--- config.mk ---
export PLATFORM = sky130hd
export DESIGN_NAME = dcache_plru
export DESIGN_NICKNAME = d
export VERILOG_FILES = /design/src/logic/dcache_geom_pkg.sv /design/src/logic/dcache_plru.sv
export SDC_FILE = /design/constraint.sdc
export NUM_CORES = 1
export LEC_CHECK = 0
export BUFFER_PORTS_ARGS = -buffer_cell sky130_fd_sc_hd__buf_4
export CAP_MARGIN = 10
export CORE_MARGIN = 2
export CORE_UTILIZATION = 51
export CTS_CLUSTER_DIAMETER = 80
export DETAILED_ROUTE_END_ITERATION = 7
export PLACE_DENSITY = 0.74
export SYNTH_ARGS = -nofsm -noshare
export SYNTH_HDL_FRONTEND = slang
export SYNTH_SLANG_ARGS = --single-unit
--- constraint.sdc ---
create_clock -name clk -period 1.8 [get_ports clk]
set_input_delay 0.27 -clock clk [delete_from_list [all_inputs] [get_ports clk]]
set_output_delay 0.27 -clock clk [all_outputs]
set_load 0.01 [all_outputs]
--- src/logic/dcache_geom_pkg.sv ---
package dcache_geom_pkg;

    // organisation of the cache
    localparam int NUM_SETS       = 8;
    localparam int NUM_WAYS       = 4;
    localparam int SET_BITS       = 3;
    localparam int OFFSET_BITS    = 5;   // 32-byte lines
    localparam int TAG_BITS       = 32 - SET_BITS - OFFSET_BITS;

    // data widths
    localparam int WORD_BITS      = 32;
    localparam int LINE_BITS      = 256;
    localparam int BEATS_PER_LINE = LINE_BITS / WORD_BITS;

    // memory burst length field, beats minus one
    localparam int BURST_LEN      = BEATS_PER_LINE - 1;

    // address fields
    typedef logic [TAG_BITS-1:0]            tag_t;
    typedef logic [SET_BITS-1:0]            set_idx_t;
    typedef logic [OFFSET_BITS-3:0]         word_idx_t;

    // one bit per way
    typedef logic [NUM_WAYS-1:0]            way_mask_t;

    // payload
    typedef logic [WORD_BITS-1:0]           word_t;
    typedef logic [WORD_BITS/8-1:0]         strb_t;
    typedef logic [LINE_BITS-1:0]           line_t;

endpackage

--- src/logic/dcache_plru.sv ---
`timescale 1ns/1ps

module dcache_plru import dcache_geom_pkg::*; (
    input  logic      clk,
    input  logic      rst,
    input  set_idx_t  set_idx,
    input  way_mask_t valid_mask,
    input  logic      touch_en,
    input  way_mask_t touch_way,
    output way_mask_t victim_way
);

    // bit 0 picks the half, bit 1 the lower pair, bit 2 the upper pair
    logic [NUM_WAYS-2:0] tree_q [NUM_SETS];

    logic [NUM_WAYS-2:0] tree;
    logic [1:0]          tree_idx;
    way_mask_t           invalid_way;
    logic                low_pair;

    assign tree     = tree_q[set_idx];
    assign tree_idx = {tree[0], tree[0] ? tree[2] : tree[1]};
    assign low_pair = |touch_way[1:0];

    always_ff @(posedge clk) begin
        if (rst) begin
            for (int s = 0; s < NUM_SETS; s++) tree_q[s] <= '0;
        end else if (touch_en) begin
            tree_q[set_idx][0] <= low_pair;   // point at the other half
            if (low_pair) tree_q[set_idx][1] <= touch_way[0];
            else          tree_q[set_idx][2] <= touch_way[2];
        end
    end

    // lowest invalid way wins
    always_comb begin
        invalid_way = '0;
        for (int w = NUM_WAYS - 1; w >= 0; w--) begin
            if (!valid_mask[w]) invalid_way = way_mask_t'(1) << w;
        end
    end

    assign victim_way = (&valid_mask) ? (way_mask_t'(1) << tree_idx) : invalid_way;

    a_victim_onehot: assert property (
        @(posedge clk) disable iff (rst) $onehot(victim_way)
    );

endmodule

### Word level (Yosys, flattened, before mapping)

Memories as Yosys holds them, arrays and structs flattened.
Cells that the tools add are included.

| word-level totals | value |
|---|---|
| bits in registers | 0 |
| memory bits (writable) | 24 |
| memories kept | 1 |
| output and inout bits | 4 |
| word-level logic and storage cells | 27 |

| cells by class | value |
|---|---|
| mux-type cells | 22 |
| shift-type cells | 1 |
| reductions and logical operators | 3 |

Memory list:

| name | depth | bits a word | read ports | clocked after Yosys merged registers in | wr ports | RTL line | text |
|---|---|---|---|---|---|---|---|
| tree_q | 8 | 3 | 1 | 0 | 8 | dcache_plru.sv:14 | `logic [NUM_WAYS-2:0] tree_q [NUM_SETS];` |

Operators with widths:

| cell | count |
|---|---|
| two-way mux 4 bit | 5 |
| two-way mux 1 bit | 14 |
| two-way mux 3 bit | 3 |
| AND reduction 4 bit | 1 |
| << shifter 1 x 2 -> 4 bit (first input constant) | 1 |
| OR reduction 3 bit | 1 |
| OR reduction 2 bit | 1 |

### Longest topological paths before layout

| depth | value |
|---|---|
| depth after elaboration | 7 |
| depth in mapped cells | 6 |
| mapped depth without buffers | 4 |

### Worst setup path after synthesis

No wires, ideal clock.

| path | value |
|---|---|
| kind | input -> output |
| from | in set_idx[0] |
| to | out victim_way[2] |
| path slack | -70 ps |
| data required time | 1530 ps |
| arrival | 1600 ps |
| stages | 5 |
| cell sequence | buf_6 mux2_4 mux4_2 o31ai_2 and3b_1 |

| between the ends | value |
|---|---|
| cells in the longest elaborated chain, start to end | 4 |

Ends and longest elaborated chain:

| item | RTL line | text |
|---|---|---|
| start, declared | dcache_plru.sv:6 | `input set_idx_t set_idx,` |
| memory (8 x 3 bit) (*) | -- |  |
| two-way mux 1 bit | dcache_plru.sv:22 | `assign tree_idx = {tree[0], tree[0] ? tree[2] : tree[1]};` |
| << shifter 1 x 2 -> 4 bit (*) | dcache_plru.sv:43 | `assign victim_way = (&valid_mask) ? (way_mask_t'(1) << tree_idx) : invalid_way;` |
| two-way mux 4 bit (*) | dcache_plru.sv:43 |  |
| end, declared | dcache_plru.sv:10 | `output way_mask_t victim_way` |

Every way passes the cells marked *; elsewhere a longest branch is shown, timed or not.

### Final worst setup path

| path | value |
|---|---|
| from | mem tree_q[4][2] (netlist bit) |
| to | out victim_way[2] |

| between the ends | value |
|---|---|
| cells in the longest elaborated chain, start to end | 4 |

Ends and longest elaborated chain:

| item | RTL line |
|---|---|
| start, declared | dcache_plru.sv:14 |
| memory (8 x 3 bit) | -- |
| two-way mux 1 bit | dcache_plru.sv:22 |
| << shifter 1 x 2 -> 4 bit | dcache_plru.sv:43 |
| two-way mux 4 bit | dcache_plru.sv:43 |

Every way passes these cells.

==> impl_metrics.toml <==
[run_status]
run_status = "finished, violations left"
violations = "setup timing"

[die]
floorplan_die_area_mm2 = 0.00312
io_pins = 18
initial_utilization = 0.544
core-area_mm2 = 0.00252
placement_rows = 18
die_y_um = 55.9
chipWidth_um = 55.9

[detailed_routing]
wirelength_mm = 2.62
route.detailed.wl_per_inst_um = 15.1
drt_first_iter_violations = 69
vias_after_detailed_routing = 969
detail_route.vias_per_cell = 5.57
drt-pass1-iter-count = 4
detail_route.drc_violations = 0
route.antenna.remaining_nets = 0

[placed_design]
portBuffers = 16
place.detailed.hpwl_mm = 2.00
finalWeightedCongestion = 0.810

[worst_setup_path]
setup.worst_path.start_class = "flop"
criticalPathCategory = "reg2out"
worst-path-max-fanout = 2
worstPathArrival_ns = 1.94
required_ns = 1.53
endpoint_kind = "primary output"

[job]
drv_cap = 0

[logic_synthesis]
post_synth_most_frequent_cells = "sky130_fd_sc_hd__nor2_1 (26), sky130_fd_sc_hd__edfxtp_1 (24), sky130_fd_sc_hd__nand2_1 (11)"
synth_seq_cells = 24
post_syn_area_mm2 = 0.00137
synth.distinct_cells = 30
synth_edf_count = 24
post_synthesis_cell_count = 126
yosys.cell_count.top_type = "sky130_fd_sc_hd__nor2_1"
mean_area_per_synthesized_cell_um2 = 10.9
synth.top_cells.by_area = "sky130_fd_sc_hd__edfxtp_1 (53%), sky130_fd_sc_hd__nor2_1 (7.1%), sky130_fd_sc_hd__mux4_2 (4.9%)"
synth_sequential_area_ratio = 0.526
net_count_of_the_mapped_netlist = 140
postSynth.asyncResetShare = 0
cell_type_with_the_largest_total_area_after_synthesis = "sky130_fd_sc_hd__edfxtp_1"
yosys_warnings = 0
synth_top_flop_cell = "sky130_fd_sc_hd__edfxtp_1"
synth.top_cell.area_share = 0.526

[timing]
finalWorstPathRequiredPeriod_ns = 2.21
clock.fmax_mhz = 452
maxSlewViolCount = 0
tightestPinTransition_ns = 0.294
setup_viol_count_final = 4
fin_crit_sh = 1.23
timing.final.hold_violations = 0
final_critical_path_setup_slack_ns = -0.414
worst_slew_margin_rel = 0.804
setup-tns-final_ns = -1.28
grt_setup_unrepaired = "true"

[clocking]
clock_tree_from_tritoncts = "built"
clk_pin_slew_ns = 0.12
clock_tree.htree_level_count = 1
cts.sink_count = 24
ctsLongestPathBuffers = 2
clk_root_buffer_cell = "sky130_fd_sc_hd__clkbuf_4"
cts-buffers-inserted = 3

[power]
switchingPower_mw = 0.258
vdd.ir_drop.worst_uv = 497
pwr-share-seq = 0.609
p_int_mw = 0.823
power_mw = 1.08
p_leak_nw = 0.619
power.share.combinational = 0.174
power.share.switching = 0.239
p_clk_frac = 0.216
cell_area_power_density_mw_per_mm2 = 670

[grt]
globalRoute.totalOverflow = 0
grt_pass1_wl_mm = 4.39
globalRouteTotalUtil = 0.183
first_global_vias = 968
grt_start_max_net_pins = 27
initial_antenna_violation_count = 0

[min_path]
worstHoldPathType = "in2reg"

[final_layout]
registers.top_by_ff_count = "tree_q"
max_reg_flops = 24
final_util = 0.639
fraction_of_layout_instances_using_a_drive_strength_above_1 = 0.333
antenna-diode-count = 0
layout_top_registers = "tree_q: 24 flops"
fin_nets = 160
flow.area_growth_from_synthesis_pct = 17.6
[per-layer routing]
layer	up-vias	track usage	wire length, µm
met1	456	0.247	1190
met4	0	0.0918	66
li1	482	-	-
met5	-	0	0
met2	24	0.291	1280
met3	7	0.0256	90
[power by group through the flow]
stage	registers, mW	clock network, mW	logic [mW]
4_1_cts	0.659	0.241	0.181
3_5_place_dp	0.671	0	0.172
2_1_floorplan	0.665	0	0.114
3_3_place_gp	0.671	0	0.165
5_1_grt	0.662	0.265	0.205
6_report	0.659	0.234	0.188
[layout by cell type, fill, tap and decap left out, types with 2 or more instances in the layout]
master,instances
sky130_fd_sc_hd__and2b_1,2
sky130_fd_sc_hd__buf_4,21
sky130_fd_sc_hd__clkbuf_4,3
sky130_fd_sc_hd__edfxtp_1,24
sky130_fd_sc_hd__inv_1,2
sky130_fd_sc_hd__mux2_4,2
sky130_fd_sc_hd__mux4_2,4
sky130_fd_sc_hd__nand2_1,11
sky130_fd_sc_hd__nand2b_1,10
sky130_fd_sc_hd__nand3_1,2
sky130_fd_sc_hd__nand3_2,2
sky130_fd_sc_hd__nand3b_1,2
sky130_fd_sc_hd__nor2_1,26
sky130_fd_sc_hd__nor2b_1,2
sky130_fd_sc_hd__o21bai_1,8
sky130_fd_sc_hd__o31ai_4,2
sky130_fd_sc_hd__or2_2,9
[repair_timing]
action                                  CTS  global route
pin swaps                                 2             1
endpoints found under the setup margin    4             4
hold buffers                              0             0
buffers inserted                          0             0
resized for setup                         6             3
[cell families (layout without fill, tap and decap cells)]
kind of cell	Yosys count	after routing	share of synthesized area
simple gates	71	71	0.261
compound gates	14	14	0.0794
mux	8	8	0.103
flops	24	24	0.526
buf+inv	9	27	0.0310
[path summary, 6_finish.rpt]
| check | startpoint | to | depth (start not counted) |
|---|---|---|---|
| max | tree_q[4][2] | victim_way[2] | 5 |
| min | rst | tree_q[0][0] | 2 |
[per-stage QoR]
stage,setup slack [ns],hold slack (ns),cell area [µm²],cells
final,-0.414,0.408,1610,174
after detailed placement,-0.192,0.745,1550,171
after global placement,-0.170,0.736,1550,171
after global routing,-0.490,0.422,1610,174
after CTS,-0.435,0.411,1590,174
after floorplan,-0.0105,0.473,1380,126
[worst max-delay path, stage by stage (launching register included)]
cell                       delay (ns)
sky130_fd_sc_hd__edfxtp_1        0.39
sky130_fd_sc_hd__mux2_4          0.27
sky130_fd_sc_hd__mux4_2          0.48
sky130_fd_sc_hd__o31ai_4         0.19
sky130_fd_sc_hd__and3b_2         0.21
sky130_fd_sc_hd__buf_6           0.09
[final cells by class]
cell class,count,area (µm²)
Inverter,2,7.51
Multi-Input combinational cell,93,656
Fill cell,210,910
Clock buffer,3,22.5
Timing Repair Buffer,22,169
Sequential cell,24,721
Tap cell,30,37.5
Note: power is estimated with default switching activity, not from simulation.
