## src/logic/dcache_geom_pkg.sv

```systemverilog
package dcache_geom_pkg;

    // organisation of the cache
    localparam int NUM_SETS       = 8;
    localparam int NUM_WAYS       = 4;
    localparam int SET_BITS       = 3;
    localparam int OFFSET_BITS    = 5;   // 32-byte lines
    localparam int TAG_BITS       = 32 - SET_BITS - OFFSET_BITS;

    // data widths
    localparam int WORD_BITS      = 32;
    localparam int LINE_BITS      = 256;
    localparam int BEATS_PER_LINE = LINE_BITS / WORD_BITS;

    // memory burst length field, beats minus one
    localparam int BURST_LEN      = BEATS_PER_LINE - 1;

    // address fields
    typedef logic [TAG_BITS-1:0]            tag_t;
    typedef logic [SET_BITS-1:0]            set_idx_t;
    typedef logic [OFFSET_BITS-3:0]         word_idx_t;

    // one bit per way
    typedef logic [NUM_WAYS-1:0]            way_mask_t;

    // payload
    typedef logic [WORD_BITS-1:0]           word_t;
    typedef logic [WORD_BITS/8-1:0]         strb_t;
    typedef logic [LINE_BITS-1:0]           line_t;

endpackage

```

## src/logic/dcache_line_buffer.sv

```systemverilog
`timescale 1ns/1ps

module dcache_line_buffer import dcache_geom_pkg::*; (
    input  logic  clk,
    input  logic  rst,
    input  logic  rx_active,
    input  logic  mem_rd_rsp_valid,
    input  word_t mem_rd_rsp_data,
    input  logic  load_en,
    input  line_t load_line,
    input  logic  tx_active,
    input  logic  mem_wr_data_ready,
    output line_t fill_line,
    output word_t mem_wr_data,
    output logic  mem_wr_data_last,
    output logic  send_done
);

    line_t                     rx_line_q;
    line_t                     tx_line_q;
    logic [BEATS_PER_LINE-1:0] beat_q;      // one-hot, bit 0 marks the last beat

    logic                      tx_fire;

    assign tx_fire = tx_active && mem_wr_data_ready;

    // refill: new beats enter at the top, word 0 ends at the bottom
    always_ff @(posedge clk) begin
        if (rx_active && mem_rd_rsp_valid) begin
            rx_line_q <= {mem_rd_rsp_data, rx_line_q[LINE_BITS-1:WORD_BITS]};
        end
    end

    assign fill_line = rx_line_q;

    // write-back data shifter
    always_ff @(posedge clk) begin
        if (load_en) begin
            tx_line_q <= load_line;
        end else if (tx_fire) begin
            tx_line_q <= {{WORD_BITS{1'b0}}, tx_line_q[LINE_BITS-1:WORD_BITS]};
        end
    end

    always_ff @(posedge clk) begin
        if (rst) begin
            beat_q <= '0;
        end else if (load_en) begin
            beat_q <= {1'b1, {(BEATS_PER_LINE-1){1'b0}}};
        end else if (tx_fire) begin
            beat_q <= beat_q >> 1;
        end
    end

    assign mem_wr_data      = tx_line_q[WORD_BITS-1:0];
    assign mem_wr_data_last = beat_q[0];
    assign send_done        = tx_fire && beat_q[0];

    // reloading mid-burst would corrupt the write-back
    a_no_load_during_tx: assert property (
        @(posedge clk) disable iff (rst) !(load_en && tx_active)
    );

endmodule

```

## config.mk

```make
export PLATFORM = sky130hd
export DESIGN_NAME = dcache_line_buffer
export DESIGN_NICKNAME = d
export VERILOG_FILES = /design/src/logic/dcache_geom_pkg.sv /design/src/logic/dcache_line_buffer.sv
export SDC_FILE = /design/constraint.sdc
export NUM_CORES = 1
export LEC_CHECK = 0
export BUFFER_PORTS_ARGS = -buffer_cell sky130_fd_sc_hd__buf_2
export CORE_MARGIN = 4
export CORE_UTILIZATION = 30
export DETAILED_ROUTE_END_ITERATION = 10
export PLACE_DENSITY = 0.5
export RECOVER_POWER = 50
export SKIP_CTS_REPAIR_TIMING = 1
export SLEW_MARGIN = 10
export SYNTH_ARGS = -nofsm -noshare
export SYNTH_HDL_FRONTEND = slang
export SYNTH_SLANG_ARGS = --single-unit
```

## constraint.sdc

```tcl
create_clock -name clk -period 10.68 [get_ports clk]
set_input_delay 1.602 -clock clk [delete_from_list [all_inputs] [get_ports clk]]
set_output_delay 1.602 -clock clk [all_outputs]
set_load 0.01 [all_outputs]
```

# --- Word-level counts from Yosys, hierarchy flattened ---
# Index checks and enable logic that the tools add are counted.
word_totals:
  reg_bits: 520
  elab_cells: 13
  input_bits: 295
classes:
  n_mux: 4
  reduce_logical: 5
op_table:
  columns: ["operator", "n"]
  rows:
  - ["256-bit 2-to-1 mux", 2]
  - ["8-bit 2-to-1 mux", 2]
  - ["1-bit logical AND", 3]
  - ["2-bit nonzero test", 1]
  - ["2-bit OR reduction", 1]

# --- Longest topological paths before layout ---
depth:
  word_depth: 3
  depth_mapped: 4
  mapped_depth_nobuf: 2

# --- Worst setup path after synthesis ---
# Ideal clock, no wire load.
synth_path:
  path_kind: "input-to-reg"
  start: "input mem_rd_rsp_valid"
  end: "register rx_line_q[0], in the netlist fill_line[0] (enable)"
  setup_time_ps: 648
  path_slack_ps: 2644
  arrival_time_ps: 7388
  stages: 1
  required_ps: 10032
  path_cell_list: "and2_1"
synth_via:
  elab_chain_len: 1
synth_rtl:
  columns: ["item", "line", "source"]
  rows:
  - ["from (decl)", "dcache_line_buffer.sv:7", "input logic mem_rd_rsp_valid,"]
  - ["1-bit logical AND", "dcache_line_buffer.sv:29", "if (rx_active && mem_rd_rsp_valid) begin"]
  - ["to (signal assigned)", "dcache_line_buffer.sv:30", "rx_line_q <= {mem_rd_rsp_data, rx_line_q[LINE_BITS-1:WORD_BITS]};"]
  - ["to (decl)", "dcache_line_buffer.sv:19", "line_t rx_line_q;"]
# No other way between the ends.
# A chain may end at the register's enable or synchronous reset.

# --- Worst setup path after layout ---
layout_path:
  start: "input load_en"
  end: "register tx_line_q[77] (enable)"
layout_via:
  elab_chain_len: 1
layout_rtl:
  columns: ["item", "line", "source"]
  rows:
  - ["from (decl)", "dcache_line_buffer.sv:9", "input logic load_en,"]
  - ["2-bit nonzero test (no line)", null, null]
  - ["to (signal assigned)", "dcache_line_buffer.sv:39", "tx_line_q <= load_line;"]
  - ["to (signal assigned)", "dcache_line_buffer.sv:41", "tx_line_q <= {{WORD_BITS{1'b0}}, tx_line_q[LINE_BITS-1:WORD_BITS]};"]
  - ["to (decl)", "dcache_line_buffer.sv:20", "line_t tx_line_q;"]
# No other way between the ends.

==> metrics.txt <==
# TYPE chip_impl_metric gauge
chip_impl_metric{name="first_global_vias",unit=""} 10332
chip_impl_metric{name="synthXorXnorAreaFrac",unit="%"} 0
chip_impl_metric{name="antenna_found_initial",unit=""} 32
chip_impl_info{name="worstReg2RegStart",value="tx_line_q[136]$_DFFE_PP_"} 1
chip_impl_metric{name="place_hpwl",unit="µm"} 36100
chip_impl_metric{name="vias_per_cell",unit=""} 4.11
chip_impl_metric{name="clock_sink_count",unit=""} 520
chip_impl_metric{name="worst_slew_margin_rel",unit="%"} -154
chip_impl_metric{name="synth-compound-area-share",unit="%"} 0.659
chip_impl_metric{name="io_buffers",unit=""} 584
chip_impl_metric{name="coreArea",unit="µm²"} 64800
chip_impl_metric{name="clock-skew-final",unit="ps"} 20.8
chip_impl_metric{name="grt-ovfl-total",unit=""} 0
chip_impl_metric{name="layout_stage_area_growth_over_the_synthesis_result",unit="%"} 25.9
chip_impl_metric{name="post-route-min-period",unit="ps"} 6430
chip_impl_metric{name="routed-via-count",unit=""} 9772
chip_impl_metric{name="layout-drive-gt1-share",unit="%"} 48.2
chip_impl_metric{name="syn_area",unit="µm²"} 19700
chip_impl_metric{name="globalRouteTotalUtil",unit="%"} 13.2
chip_impl_metric{name="synthAdderAreaFrac",unit="%"} 0
chip_impl_metric{name="fmax",unit="MHz"} 156
chip_impl_metric{name="grt_first_pass_wirelength",unit="µm"} 69100
chip_impl_metric{name="crit_buf_inv",unit=""} 2
chip_impl_metric{name="p_per_area",unit="nW/µm²"} 194
chip_impl_info{name="hold_start",value="fill_line[168]$_DFFE_PP_"} 1
chip_impl_metric{name="net_load_switching_power",unit="W"} 0.00102
chip_impl_metric{name="remaining_drc_errors",unit=""} 0
chip_impl_info{name="rsz0062_at_grt",value="no"} 1
chip_impl_info{name="failed_checks",value="capacitance limit, slew limit"} 1
chip_impl_metric{name="synth.mux.area_fraction",unit="%"} 16.3
chip_impl_metric{name="post_synth.cell_area_avg",unit="µm²"} 22.7
chip_impl_info{name="crit_path_start",value="load_en"} 1
chip_impl_info{name="post-synth-top-area-cell",value="sky130_fd_sc_hd__edfxtp_1"} 1
chip_impl_metric{name="path_max_fanout",unit=""} 174
chip_impl_metric{name="share_of_power_burned_in_registers",unit="%"} 51.2
chip_impl_metric{name="tcrit_tclk_final",unit="%"} 60.2
chip_impl_metric{name="post_synth_and_or_nand_nor_area_fraction",unit="%"} 1.29
chip_impl_info{name="crit_path_start_kind",value="input port"} 1
chip_impl_metric{name="design.die.area",unit="µm²"} 69900
chip_impl_metric{name="setup_violations",unit=""} 0
chip_impl_metric{name="last_weighted_congestion_value_of_the_routability_driven_placer",unit=""} 0.812
chip_impl_metric{name="floorplan.io_pins",unit=""} 585
chip_impl_metric{name="largest_net_degree_at_the_start_of_global_routing",unit=""} 175
chip_impl_metric{name="worst_setup_hold_path_clk_slew",unit="ps"} 70
chip_impl_metric{name="worstMarginPinSlew",unit="ps"} 3810
chip_impl_info{name="worstPathCellList",value="clkbuf_1 -> a21o_1 -> buf_12"} 1
chip_impl_metric{name="worst_ir_drop_vdd",unit="µV"} 130
chip_impl_metric{name="fin_tns_setup",unit="ps"} 0
chip_impl_metric{name="die_h",unit="µm"} 264
chip_impl_metric{name="yosys_register_bits",unit=""} 520
chip_impl_metric{name="max_cap_viol_count",unit=""} 5
chip_impl_metric{name="starting_density",unit="%"} 30.4
chip_impl_info{name="cpLargestDelayFamily",value="compound AO/OA/AOI/OAI gates"} 1
chip_impl_metric{name="multi_input_area",unit="µm²"} 3420
chip_impl_metric{name="layout.nets",unit=""} 1749
chip_impl_metric{name="slowest_delay",unit="ps"} 2470
chip_impl_metric{name="synthDistinctLibCells",unit=""} 19
chip_impl_metric{name="clock_insertion_delay_worst_skew",unit="ps"} 600
chip_impl_metric{name="power_switching_share",unit="%"} 21.2
chip_impl_info{name="synth_top_family_by_area",value="multiplexers"} 1
chip_impl_metric{name="fill_cells",unit=""} 6144
chip_impl_info{name="ys_top_cells_by_area",value="sky130_fd_sc_hd__edfxtp_1 78%, sky130_fd_sc_hd__mux2_4 14%, sky130_fd_sc_hd__mux2_2 2.2%"} 1
chip_impl_metric{name="synthCells",unit=""} 869
chip_impl_info{name="cts_tree",value="done"} 1
chip_impl_metric{name="ys_seq_area_share",unit="%"} 78.7
chip_impl_metric{name="power.clock.fraction",unit="%"} 42.0
chip_impl_info{name="ctsRootBufferMaster",value="sky130_fd_sc_hd__clkbuf_16"} 1
chip_impl_metric{name="synth_largest_type_area_fraction",unit="%"} 77.9
chip_impl_metric{name="total_count_of_hold_check_failures_in_the_final_report",unit=""} 0
chip_impl_metric{name="die_w",unit="µm"} 264
chip_impl_metric{name="seq_area",unit="µm²"} 15500
chip_impl_metric{name="comb_power_share",unit="%"} 6.8
chip_impl_metric{name="wire_per_inst",unit="µm"} 20.7
chip_impl_metric{name="mappedNetlistNets",unit=""} 1164
chip_impl_metric{name="cp.arrival",unit="ps"} 6640
chip_impl_metric{name="power.static_leakage",unit="nW"} 9.54
chip_impl_metric{name="total_number_of_yosys_warnings",unit=""} 0
chip_impl_info{name="cp-end-kind",value="flip-flop"} 1
chip_impl_metric{name="route.antenna.remaining_nets",unit=""} 0
chip_impl_metric{name="clock_path_buffers",unit=""} 3
chip_impl_metric{name="post-route-cell-area",unit="µm²"} 24800
chip_impl_metric{name="report.final.slew_viol_count",unit=""} 288
chip_impl_metric{name="routed_wirelength",unit="µm"} 49300
chip_impl_info{name="status",value="finished, violations left"} 1
chip_impl_metric{name="placementRows",unit=""} 93
chip_impl_info{name="worst_path_max_delay_cell",value="sky130_fd_sc_hd__a21o_1"} 1
chip_impl_metric{name="cellInternalPower",unit="W"} 0.00379
chip_impl_metric{name="cts_made_buffers",unit=""} 57
chip_impl_info{name="timing.setup.critical_path_class",value="in2reg"} 1
chip_impl_metric{name="drt-pass1-iter-count",unit=""} 4
chip_impl_metric{name="drt_first_iter_violations",unit=""} 613
chip_impl_metric{name="critPathRequiredTime",unit="ps"} 10890
chip_impl_info{name="hold_path.class",value="reg2reg"} 1
chip_impl_metric{name="h-tree-depth",unit=""} 2
chip_impl_metric{name="dpl-instance-area",unit="µm²"} 23200
==> final cells by class <==
| class | count | area share, % |
|---|---|---|
| clock inverter | 38 | 1.87 |
| tap | 855 | 4.31 |
| multi-input combinational | 283 | 13.8 |
| timing repair buffer | 592 | 11.3 |
| clock buffer | 68 | 5.91 |
| sequential | 520 | 62.6 |
| antenna | 22 | 0.222 |
==> final timing paths <==
check	to	slack, ps	cells after the start
worst max-delay path	tx_line_q[77]$_DFFE_PP_	4250	3
worst min-delay path	fill_line[136]$_DFFE_PP_	430	0
worst max register to register	tx_line_q[104]$_DFFE_PP_	9570	1
worst min register to register	fill_line[136]$_DFFE_PP_	430	0
==> cells in the final DEF (no fill, tap or decap), types with 9 or more instances in the layout <==
cell type / instances
sky130_fd_sc_hd__mux2_2: 38
sky130_fd_sc_hd__clkbuf_16: 57
sky130_fd_sc_hd__clkbuf_1: 149
sky130_fd_sc_hd__and2_0: 9
sky130_fd_sc_hd__clkinv_1: 10
sky130_fd_sc_hd__mux2_4: 138
sky130_fd_sc_hd__mux2_1: 48
sky130_fd_sc_hd__and2_1: 24
sky130_fd_sc_hd__clkinv_2: 10
sky130_fd_sc_hd__diode_2: 22
sky130_fd_sc_hd__buf_2: 448
sky130_fd_sc_hd__edfxtp_1: 512
sky130_fd_sc_hd__bufinv_16: 9
==> layer usage <==
metal	share of wire (%)	vias up	GRT usage [%]
met5	0.22	-	0
met4	2.7	16	5.13
met3	6.9	93	4.27
met2	53	300	23.5
met1	37	4784	14.8
li1	-	4579	-
==> power by group through the flow <==
stage | Clock, W | Combinational, W | Sequential [W]
floorplan | 0 | 0.000216 | 0.00252
global placement | 0 | 0.000348 | 0.00250
detailed placement | 0 | 0.000353 | 0.00251
CTS | 0.00208 | 0.000354 | 0.00246
global route | 0.00217 | 0.000355 | 0.00248
finish | 0.00202 | 0.000327 | 0.00246
==> state kept, by name, indices dropped and copies added (netlist names) <==
| register | count |
|---|---|
| fill_line | 256 |
| tx_line_q | 256 |
| beat_q | 8 |
==> per-stage QoR <==
step                      std cells  hold WS [ps]  setup WS, ps  utilization (%)  total power [W]
after floorplan                 869           438          2640                -          0.00274
after detailed placement       2250           426          6280             35.8          0.00286
after global routing           2368           453          3820             38.3          0.00501
final                          2378           435          4250             38.3          0.00481
after CTS                      2356           440          6900             38.8          0.00490
after global placement         2250           425          6310             35.8          0.00285
==> logic make-up after synthesis <==
kind of cell,count (synthesis)
flip-flops,520
buffers and inverters,66
AO/OA/AOI/OAI,17
multiplexers,224
AND/OR/NAND/NOR,42
==> cells in the mapped netlist, drive strengths merged <==
cell,instances
a21bo,7
a21boi,1
a21o,1
a21oi,7
and2,33
and3,1
buf,62
clkbuf,4
dfxtp,8
edfxtp,512
mux2,224
nand3,7
o21ba,1
or2,1
No activity file was read; power rests on OpenSTA's default activity.
