$ cat src/logic/dcache_geom_pkg.sv
package dcache_geom_pkg;

    // organisation of the cache
    localparam int NUM_SETS       = 8;
    localparam int NUM_WAYS       = 4;
    localparam int SET_BITS       = 3;
    localparam int OFFSET_BITS    = 5;   // 32-byte lines
    localparam int TAG_BITS       = 32 - SET_BITS - OFFSET_BITS;

    // data widths
    localparam int WORD_BITS      = 32;
    localparam int LINE_BITS      = 256;
    localparam int BEATS_PER_LINE = LINE_BITS / WORD_BITS;

    // memory burst length field, beats minus one
    localparam int BURST_LEN      = BEATS_PER_LINE - 1;

    // address fields
    typedef logic [TAG_BITS-1:0]            tag_t;
    typedef logic [SET_BITS-1:0]            set_idx_t;
    typedef logic [OFFSET_BITS-3:0]         word_idx_t;

    // one bit per way
    typedef logic [NUM_WAYS-1:0]            way_mask_t;

    // payload
    typedef logic [WORD_BITS-1:0]           word_t;
    typedef logic [WORD_BITS/8-1:0]         strb_t;
    typedef logic [LINE_BITS-1:0]           line_t;

endpackage

$ cat src/logic/dcache_ctrl_pkg.sv
package dcache_ctrl_pkg;

    // controller states
    typedef enum logic [3:0] {
        ST_IDLE,
        ST_TAG_READ,
        ST_CACHE_READ,
        ST_EVICT,
        ST_MEM_WRITE,    // write-back request
        ST_SEND,         // write-back beats
        ST_MEM_READ,     // refill request
        ST_RECEIVE,      // refill beats
        ST_REFILL,
        ST_CACHE_WRITE,
        ST_RESPONSE
    } cache_state_e;

    // cpu request opcode, same encoding as the port bit
    typedef enum logic {
        OP_READ  = 1'b0,
        OP_WRITE = 1'b1
    } req_op_e;

endpackage

$ cat src/logic/dcache_ctrl.sv
`timescale 1ns/1ps

module dcache_ctrl import dcache_geom_pkg::*, dcache_ctrl_pkg::*; (
    input  logic        clk,
    input  logic        rst,
    input  logic        cpu_req_valid,
    input  logic        cpu_req_op,
    input  logic [31:0] cpu_req_addr,
    input  word_t       cpu_req_wdata,
    input  strb_t       cpu_req_wstrb,
    input  logic        cpu_rsp_ready,
    input  logic        mem_rd_req_ready,
    input  logic        mem_rd_rsp_valid,
    input  logic        mem_rd_rsp_last,
    input  logic        mem_wr_req_ready,
    input  way_mask_t   hit_mask,
    input  way_mask_t   dirty_mask,
    input  way_mask_t   victim_way,
    input  tag_t        sel_tag,
    input  logic        send_done,
    output logic        cpu_req_ready,
    output logic        cpu_rsp_valid,
    output logic        mem_rd_req_valid,
    output logic [31:0] mem_rd_req_addr,
    output logic [7:0]  mem_rd_req_len,
    output logic        mem_rd_rsp_ready,
    output logic        mem_wr_req_valid,
    output logic [31:0] mem_wr_req_addr,
    output logic [7:0]  mem_wr_req_len,
    output logic        mem_wr_data_valid,
    output strb_t       mem_wr_data_strb,
    output set_idx_t    set_idx,
    output tag_t        tag,
    output word_idx_t   word_idx,
    output word_t       wdata,
    output strb_t       wstrb,
    output way_mask_t   sel_way,
    output logic        fill_en,
    output logic        word_wr_en,
    output logic        clean_en,
    output logic        touch_en,
    output logic        load_en,
    output logic        rx_active,
    output logic        tx_active
);

    cache_state_e state_q, state_d;

    req_op_e     op_q;
    logic [31:0] addr_q;
    word_t       wdata_q;
    strb_t       wstrb_q;
    way_mask_t   way_q;

    logic        accept;
    logic        hit;
    logic        victim_dirty;

    assign accept       = (state_q == ST_IDLE) && cpu_req_valid;
    assign hit          = |hit_mask;
    assign victim_dirty = |(victim_way & dirty_mask);

    // request latch, payload only
    always_ff @(posedge clk) begin
        if (accept) begin
            op_q    <= req_op_e'(cpu_req_op);
            addr_q  <= cpu_req_addr;
            wdata_q <= cpu_req_wdata;
            wstrb_q <= cpu_req_wstrb;
        end
    end

    assign tag      = addr_q[31 -: TAG_BITS];
    assign set_idx  = addr_q[OFFSET_BITS +: SET_BITS];
    assign word_idx = addr_q[2 +: OFFSET_BITS-2];
    assign wdata    = wdata_q;
    assign wstrb    = wstrb_q;

    // hit way at tag read, victim at evict
    always_ff @(posedge clk) begin
        if (rst) begin
            way_q <= '0;
        end else if (state_q == ST_TAG_READ) begin
            way_q <= hit_mask;
        end else if (state_q == ST_EVICT) begin
            way_q <= victim_way;
        end
    end

    assign sel_way = way_q;

    always_ff @(posedge clk) begin
        if (rst) state_q <= ST_IDLE;
        else     state_q <= state_d;
    end

    always_comb begin
        state_d = state_q;
        case (state_q)
            ST_IDLE:        if (cpu_req_valid) state_d = ST_TAG_READ;
            ST_TAG_READ: begin
                if (!hit)                  state_d = ST_EVICT;
                else if (op_q == OP_WRITE) state_d = ST_CACHE_WRITE;
                else                       state_d = ST_CACHE_READ;
            end
            ST_CACHE_READ:  state_d = ST_RESPONSE;
            ST_EVICT:       state_d = victim_dirty ? ST_MEM_WRITE : ST_MEM_READ;
            ST_MEM_WRITE:   if (mem_wr_req_ready) state_d = ST_SEND;
            ST_SEND:        if (send_done) state_d = ST_MEM_READ;
            ST_MEM_READ:    if (mem_rd_req_ready) state_d = ST_RECEIVE;
            ST_RECEIVE:     if (mem_rd_rsp_valid && mem_rd_rsp_last) state_d = ST_REFILL;
            ST_REFILL:      state_d = (op_q == OP_WRITE) ? ST_CACHE_WRITE : ST_RESPONSE;
            ST_CACHE_WRITE: state_d = ST_IDLE;
            ST_RESPONSE:    if (cpu_rsp_ready) state_d = ST_IDLE;
            default:        state_d = ST_IDLE;
        endcase
    end

    assign cpu_req_ready     = (state_q == ST_IDLE);
    assign cpu_rsp_valid     = (state_q == ST_RESPONSE);

    // refill always fetches the whole line
    assign mem_rd_req_valid  = (state_q == ST_MEM_READ);
    assign mem_rd_req_addr   = {addr_q[31:OFFSET_BITS], {OFFSET_BITS{1'b0}}};
    assign mem_rd_req_len    = 8'(BURST_LEN);
    assign mem_rd_rsp_ready  = (state_q == ST_RECEIVE);

    // write-back goes to the victim's own address
    assign mem_wr_req_valid  = (state_q == ST_MEM_WRITE);
    assign mem_wr_req_addr   = {sel_tag, set_idx, {OFFSET_BITS{1'b0}}};
    assign mem_wr_req_len    = 8'(BURST_LEN);
    assign mem_wr_data_valid = (state_q == ST_SEND);
    assign mem_wr_data_strb  = '1;

    assign fill_en    = (state_q == ST_REFILL);
    assign word_wr_en = (state_q == ST_CACHE_WRITE);
    assign clean_en   = send_done;
    assign touch_en   = (state_q == ST_CACHE_WRITE) || (cpu_rsp_valid && cpu_rsp_ready);
    assign load_en    = (state_q == ST_MEM_WRITE);   // victim line stable while waiting
    assign rx_active  = (state_q == ST_RECEIVE);
    assign tx_active  = (state_q == ST_SEND);

    a_state_legal: assert property (
        @(posedge clk) disable iff (rst)
        state_q inside {ST_IDLE, ST_TAG_READ, ST_CACHE_READ, ST_EVICT, ST_MEM_WRITE,
                        ST_SEND, ST_MEM_READ, ST_RECEIVE, ST_REFILL, ST_CACHE_WRITE,
                        ST_RESPONSE}
    );

endmodule

$ cat config.mk
export PLATFORM = sky130hd
export DESIGN_NAME = dcache_ctrl
export DESIGN_NICKNAME = d
export VERILOG_FILES = /design/src/logic/dcache_geom_pkg.sv /design/src/logic/dcache_ctrl_pkg.sv /design/src/logic/dcache_ctrl.sv
export SDC_FILE = /design/constraint.sdc
export NUM_CORES = 1
export LEC_CHECK = 0
export BUFFER_PORTS_ARGS = -buffer_cell sky130_fd_sc_hd__buf_2
export CORE_AREA = 2 2 110 112
export CTS_BUF_LIST = sky130_fd_sc_hd__clkbuf_8
export CTS_CLUSTER_SIZE = 25
export DETAILED_ROUTE_END_ITERATION = 8
export DIE_AREA = 0 0 112 114
export PLACE_DENSITY = 0.66
export SLEW_MARGIN = 5
export SYNTH_ARGS = -nofsm -noshare
export SYNTH_HDL_FRONTEND = slang
export SYNTH_SLANG_ARGS = --single-unit
$ cat constraint.sdc
create_clock -name clk -period 3.15 [get_ports clk]
set_clock_uncertainty 0.1 [all_clocks]
set_input_delay 0.4725 -clock clk [delete_from_list [all_inputs] [get_ports clk]]
set_output_delay 0.4725 -clock clk [all_outputs]
set_load 0.05 [all_outputs]
Word level (Yosys, flattened, before mapping)
Index checks and enable logic that the tools add are counted.
{"block": "totals", "output_inout_bits": 167, "wordCells": 45, "regBits": 77, "in_bits": 114}
{"block": "op_classes", "n_bitwise": 1, "n_reduce_logical": 9, "eq_ne": 16, "n_mux": 13}
{"op": "$mux 4", "count": 10}
{"op": "$pmux 4 s10", "count": 1}
{"op": "$eq 4x3->1 const B", "count": 4}
{"op": "$eq 4x4->1 const B", "count": 3}
{"op": "$ne 2x2->1 const B", "count": 5}
{"op": "$eq 4x2->1 const B", "count": 2}
{"op": "$reduce_or 4->1", "count": 2}
{"op": "$reduce_and 6->1", "count": 1}
{"op": "$and 4x4->4", "count": 1}
{"op": "$eq 4x1->1 const B", "count": 1}
{"op": "$logic_not 4->1", "count": 1}
{"op": "$mux 2", "count": 2}
{"op": "$logic_and 1x1->1", "count": 3}
{"op": "$ne 2x1->1 const B", "count": 1}
{"op": "$reduce_bool 2->1", "count": 1}
{"op": "$logic_or 1x1->1", "count": 1}

Logic depth before layout (Yosys ltp)
{"block": "depth", "depth_word": 4, "ltp_mapped": 6, "ltp_nobuf": 4}

Worst setup path before layout
Ideal clock, no wire load.
{"block": "synth_path", "path_type": "reg-to-reg", "from": "register state_q[3]", "to": "register addr_q[10], enable pin", "n_path_buf": 2, "period_less_slack_ps": 3885, "stages_incl_launch_ff": 5, "t_arrival_ps": 3354, "t_required_ps": 2618, "setup_time_ps": 432, "path_slack_ps": -735, "cell_sequence": "dfxtp_1 buf_4 buf_2 nor4_2 and2_1"}
{"block": "synth_via", "elab_chain_len": 2}
{"item": "start: declaration", "line_no": "dcache_ctrl.sv:47", "rtl": "cache_state_e state_q, state_d;"}
{"item": "start signal: assignment", "line_no": "dcache_ctrl.sv:94", "rtl": "else state_q <= state_d;"}
{"item": "$logic_not 4->1"}
{"item": "named net cpu_req_ready", "line_no": "dcache_ctrl.sv:21", "rtl": "output logic cpu_req_ready,"}
{"item": "$logic_and 1x1->1", "line_no": "dcache_ctrl.sv:59", "rtl": "assign accept = (state_q == ST_IDLE) && cpu_req_valid;"}
{"item": "named net accept", "line_no": "dcache_ctrl.sv:55", "rtl": "logic accept;"}
{"item": "end signal: assignment", "line_no": "dcache_ctrl.sv:67", "rtl": "addr_q <= cpu_req_addr;"}
{"item": "end: declaration", "line_no": "dcache_ctrl.sv:50", "rtl": "logic [31:0] addr_q;"}
The timed path passes the listed nets, and every way through them passes these cells.
A chain may end at the register's enable or synchronous reset.

Worst setup path in the final report
{"block": "layout_path", "from": "register state_q[1]", "to": "output port rx_active"}
{"block": "layout_via", "elab_chain_len": 1}
{"item": "$eq 4x3->1", "line_no": "dcache_ctrl.sv:140", "rtl": "assign rx_active = (state_q == ST_RECEIVE);"}
{"item": "end: declaration", "line_no": "dcache_ctrl.sv:43", "rtl": "output logic rx_active,"}
No other way between the ends.

==> flow_summary.toml <==
[layout]
layout_common_cells = "200 x buf_2, 67 x edfxtp_1, 30 x conb_1"
drive_gt1_frac = 0.559
n_antenna_cell = 0
fin_nets = 504
final_common_cell = "buf_2"
area_growth_pct = 22.5
final_cells = 542

[worst_setup_path]
required_ns = 2.58
regToRegEndpoint = "addr_q[31]"
r2r_slack_ns = 0.86
reg2reg_from = "state_q[1]"
end_kind = "primary output"
reg2reg_depth = 2
crit_arrival_ns = 2.13
crit_fanout = 23
startpoint_type = "flop"
crit_type = "flop to primary output"

[pwr]
ir_drop_mv = 0.698
power_density_mw_per_mm2 = 1130
p_leak_uw = 0.00190

[timing]
hold_ws_ns = 0.193
slew_headroom = 0.386
maxSlewViolCount = 0
final-hold-violation-count = 0
tns_ns = 0
fin_crit_ns = 2.71
rsz0062_at_grt = "no"
max_freq_ghz = 0.369
setup_violations = 0
period_share = 0.859
worst_pin_slew_ns = 0.920

[synthesis]
synth_ff_type = "edfxtp_1"
ys_ff_latch = 75
ys_warn_count = 0
avgSynthCellArea_um2 = 13.9
synth_cell_types = 43
netlist_instances = 246
ys_seq_area_frac = 0.635
synth-edff-count = 67
async_flop_share = 0
yosys.area.top_type_share = 0.589
syn-cell-area_mm2 = 0.00342
synth.area.top_cells = "edfxtp_1 59%, buf_4 20%, dfxtp_1 4.7%"
synth_top_area_cell = "edfxtp_1"

[global_routing]
grtUsageTotal = 0.121
antenna_found_initial = 0
grt_pass1_wl_mm = 11.5
overflow = 0
grt_start_max_net_pins = 68
grt_pass1_vias = 2093

[drt]
drc = 0
dr.pass1.iters = 4
via_per_inst = 4.09
wl_per_cell_um = 15.3
routed.top_layer = "met4"
drt_iter0_drc = 89
ant_nets = 0
drt-met1-wl_mm = 3.34
drt_wl_total_mm = 8.28
dr_wl_met3_um = 901
wl_met2_mm = 3.93
via_count = 2218

[floorplan]
die_h_um = 114
start_util = 0.292
rows = 40
chipWidth_um = 112
core_mm2 = 0.0117
ioPinCount = 281
die_area_mm2 = 0.0128

[hold_path]
min_from = "cpu_req_addr[13]"
holdCritPathClass = "input pin to flop"
min_delay_worst_endpoint = "addr_q[13]"
min_delay_path_depth = 1

[clock_network]
cts_resized = 0
clock_latency_ns = 0.34
cts_setup_buffers = 0
cts-root-buf = "clkbuf_8"
clk_pin_slew_ns = 0.09
cts_buffer_depth = 2
cts_buffers = 9
htree_levels = 3
postCtsHoldBufs = 0
clock-sinks = 75
cts_tree = "yes"

[placement]
routabilityCongestion = 0.724
place_hpwl_mm = 6.31
place_inst = 526
port_buffers = 200

[outcome]
outcome = "finished clean"

[run]
maxCapViolCount = 0
## routing by layer
layer	track usage	vias up
li1	-	1043
met1	0.141	1025
met2	0.198	139
met3	0.0521	11
met4	0.0447	0
met5	0	-
## sequential cells by signal (all words and copies together) (netlist names)
name and cells:
addr_q 30, wstrb 4, op_q 1, state_q 4, wdata 32, sel_way 4
## cell type report
class                      instances  area, µm²
inverter                           2       7.51
tap                              147        184
clock buffer                       9        124
timing repair buffer             200       1000
sequential                        75       2170
clock inverter                     7       67.6
multi-input combinational        102        632
fill                            1186       7520
## power by group
group | total [µW] | switching [µW] | internal, µW
combinational | 2340 | 1880 | 453
clock | 726 | 363 | 363
sequential | 1670 | 196 | 1470
total | 4730 | 2440 | 2290
## metrics by stage
stage | worst slack, ns | utilization | power (µW) | area (µm²)
global placement | 0.912 | 0.341 | 4020 | 4000
finish | 0.444 | 0.358 | 4730 | 4190
CTS | 0.457 | 0.358 | 4790 | 4190
global route | 0.322 | 0.358 | 4930 | 4190
detailed placement | 0.853 | 0.341 | 4050 | 4000
floorplan | 0.288 | - | 3780 | 3530
## critical path, stage by stage, from the launching register on
cell and delay, ns:
dfxtp_1 0.93, inv_1 0.26, nor2_1 0.28, buf_2 0.31
## how the worst max path moves through the flow
stage	start	end	slack, ns	cells past startpoint
final	state_q[1]	rx_active	0.44	3
after detailed placement	state_q[1]	wdata[15]	0.85	2
after CTS	state_q[1]	rx_active	0.46	3
after global placement	state_q[1]	mem_rd_rsp_ready	0.91	3
after global routing	state_q[1]	rx_active	0.32	3
after floorplan	state_q[3]	addr_q[10]	0.29	4
## logic make-up (layout without fill, tap and decap cells)
kind of cell / after synthesis / after routing / share of synthesized area
flops: 75 / 75 / 0.635
buf+inv: 97 / 218 / 0.211
xor+xnor: 1 / 1 / 0.00256
other cells: 2 / 30 / 0.00220
simple gates: 41 / 41 / 0.0772
mux: 7 / 7 / 0.0205
compound gates: 23 / 23 / 0.0509
## synth_stat cells, drive strengths merged, types with 2 or more instances
cell type / n
inv: 2
nor3b: 4
a21oi: 5
nand3b: 2
o211a: 2
nor4: 2
buf: 95
nand2: 5
a22oi: 2
dfxtp: 8
conb: 2
nor2: 12
mux2i: 7
edfxtp: 67
nor3: 4
nand2b: 2
and2: 2
a211oi: 5
(Power assumes the default switching activity.)
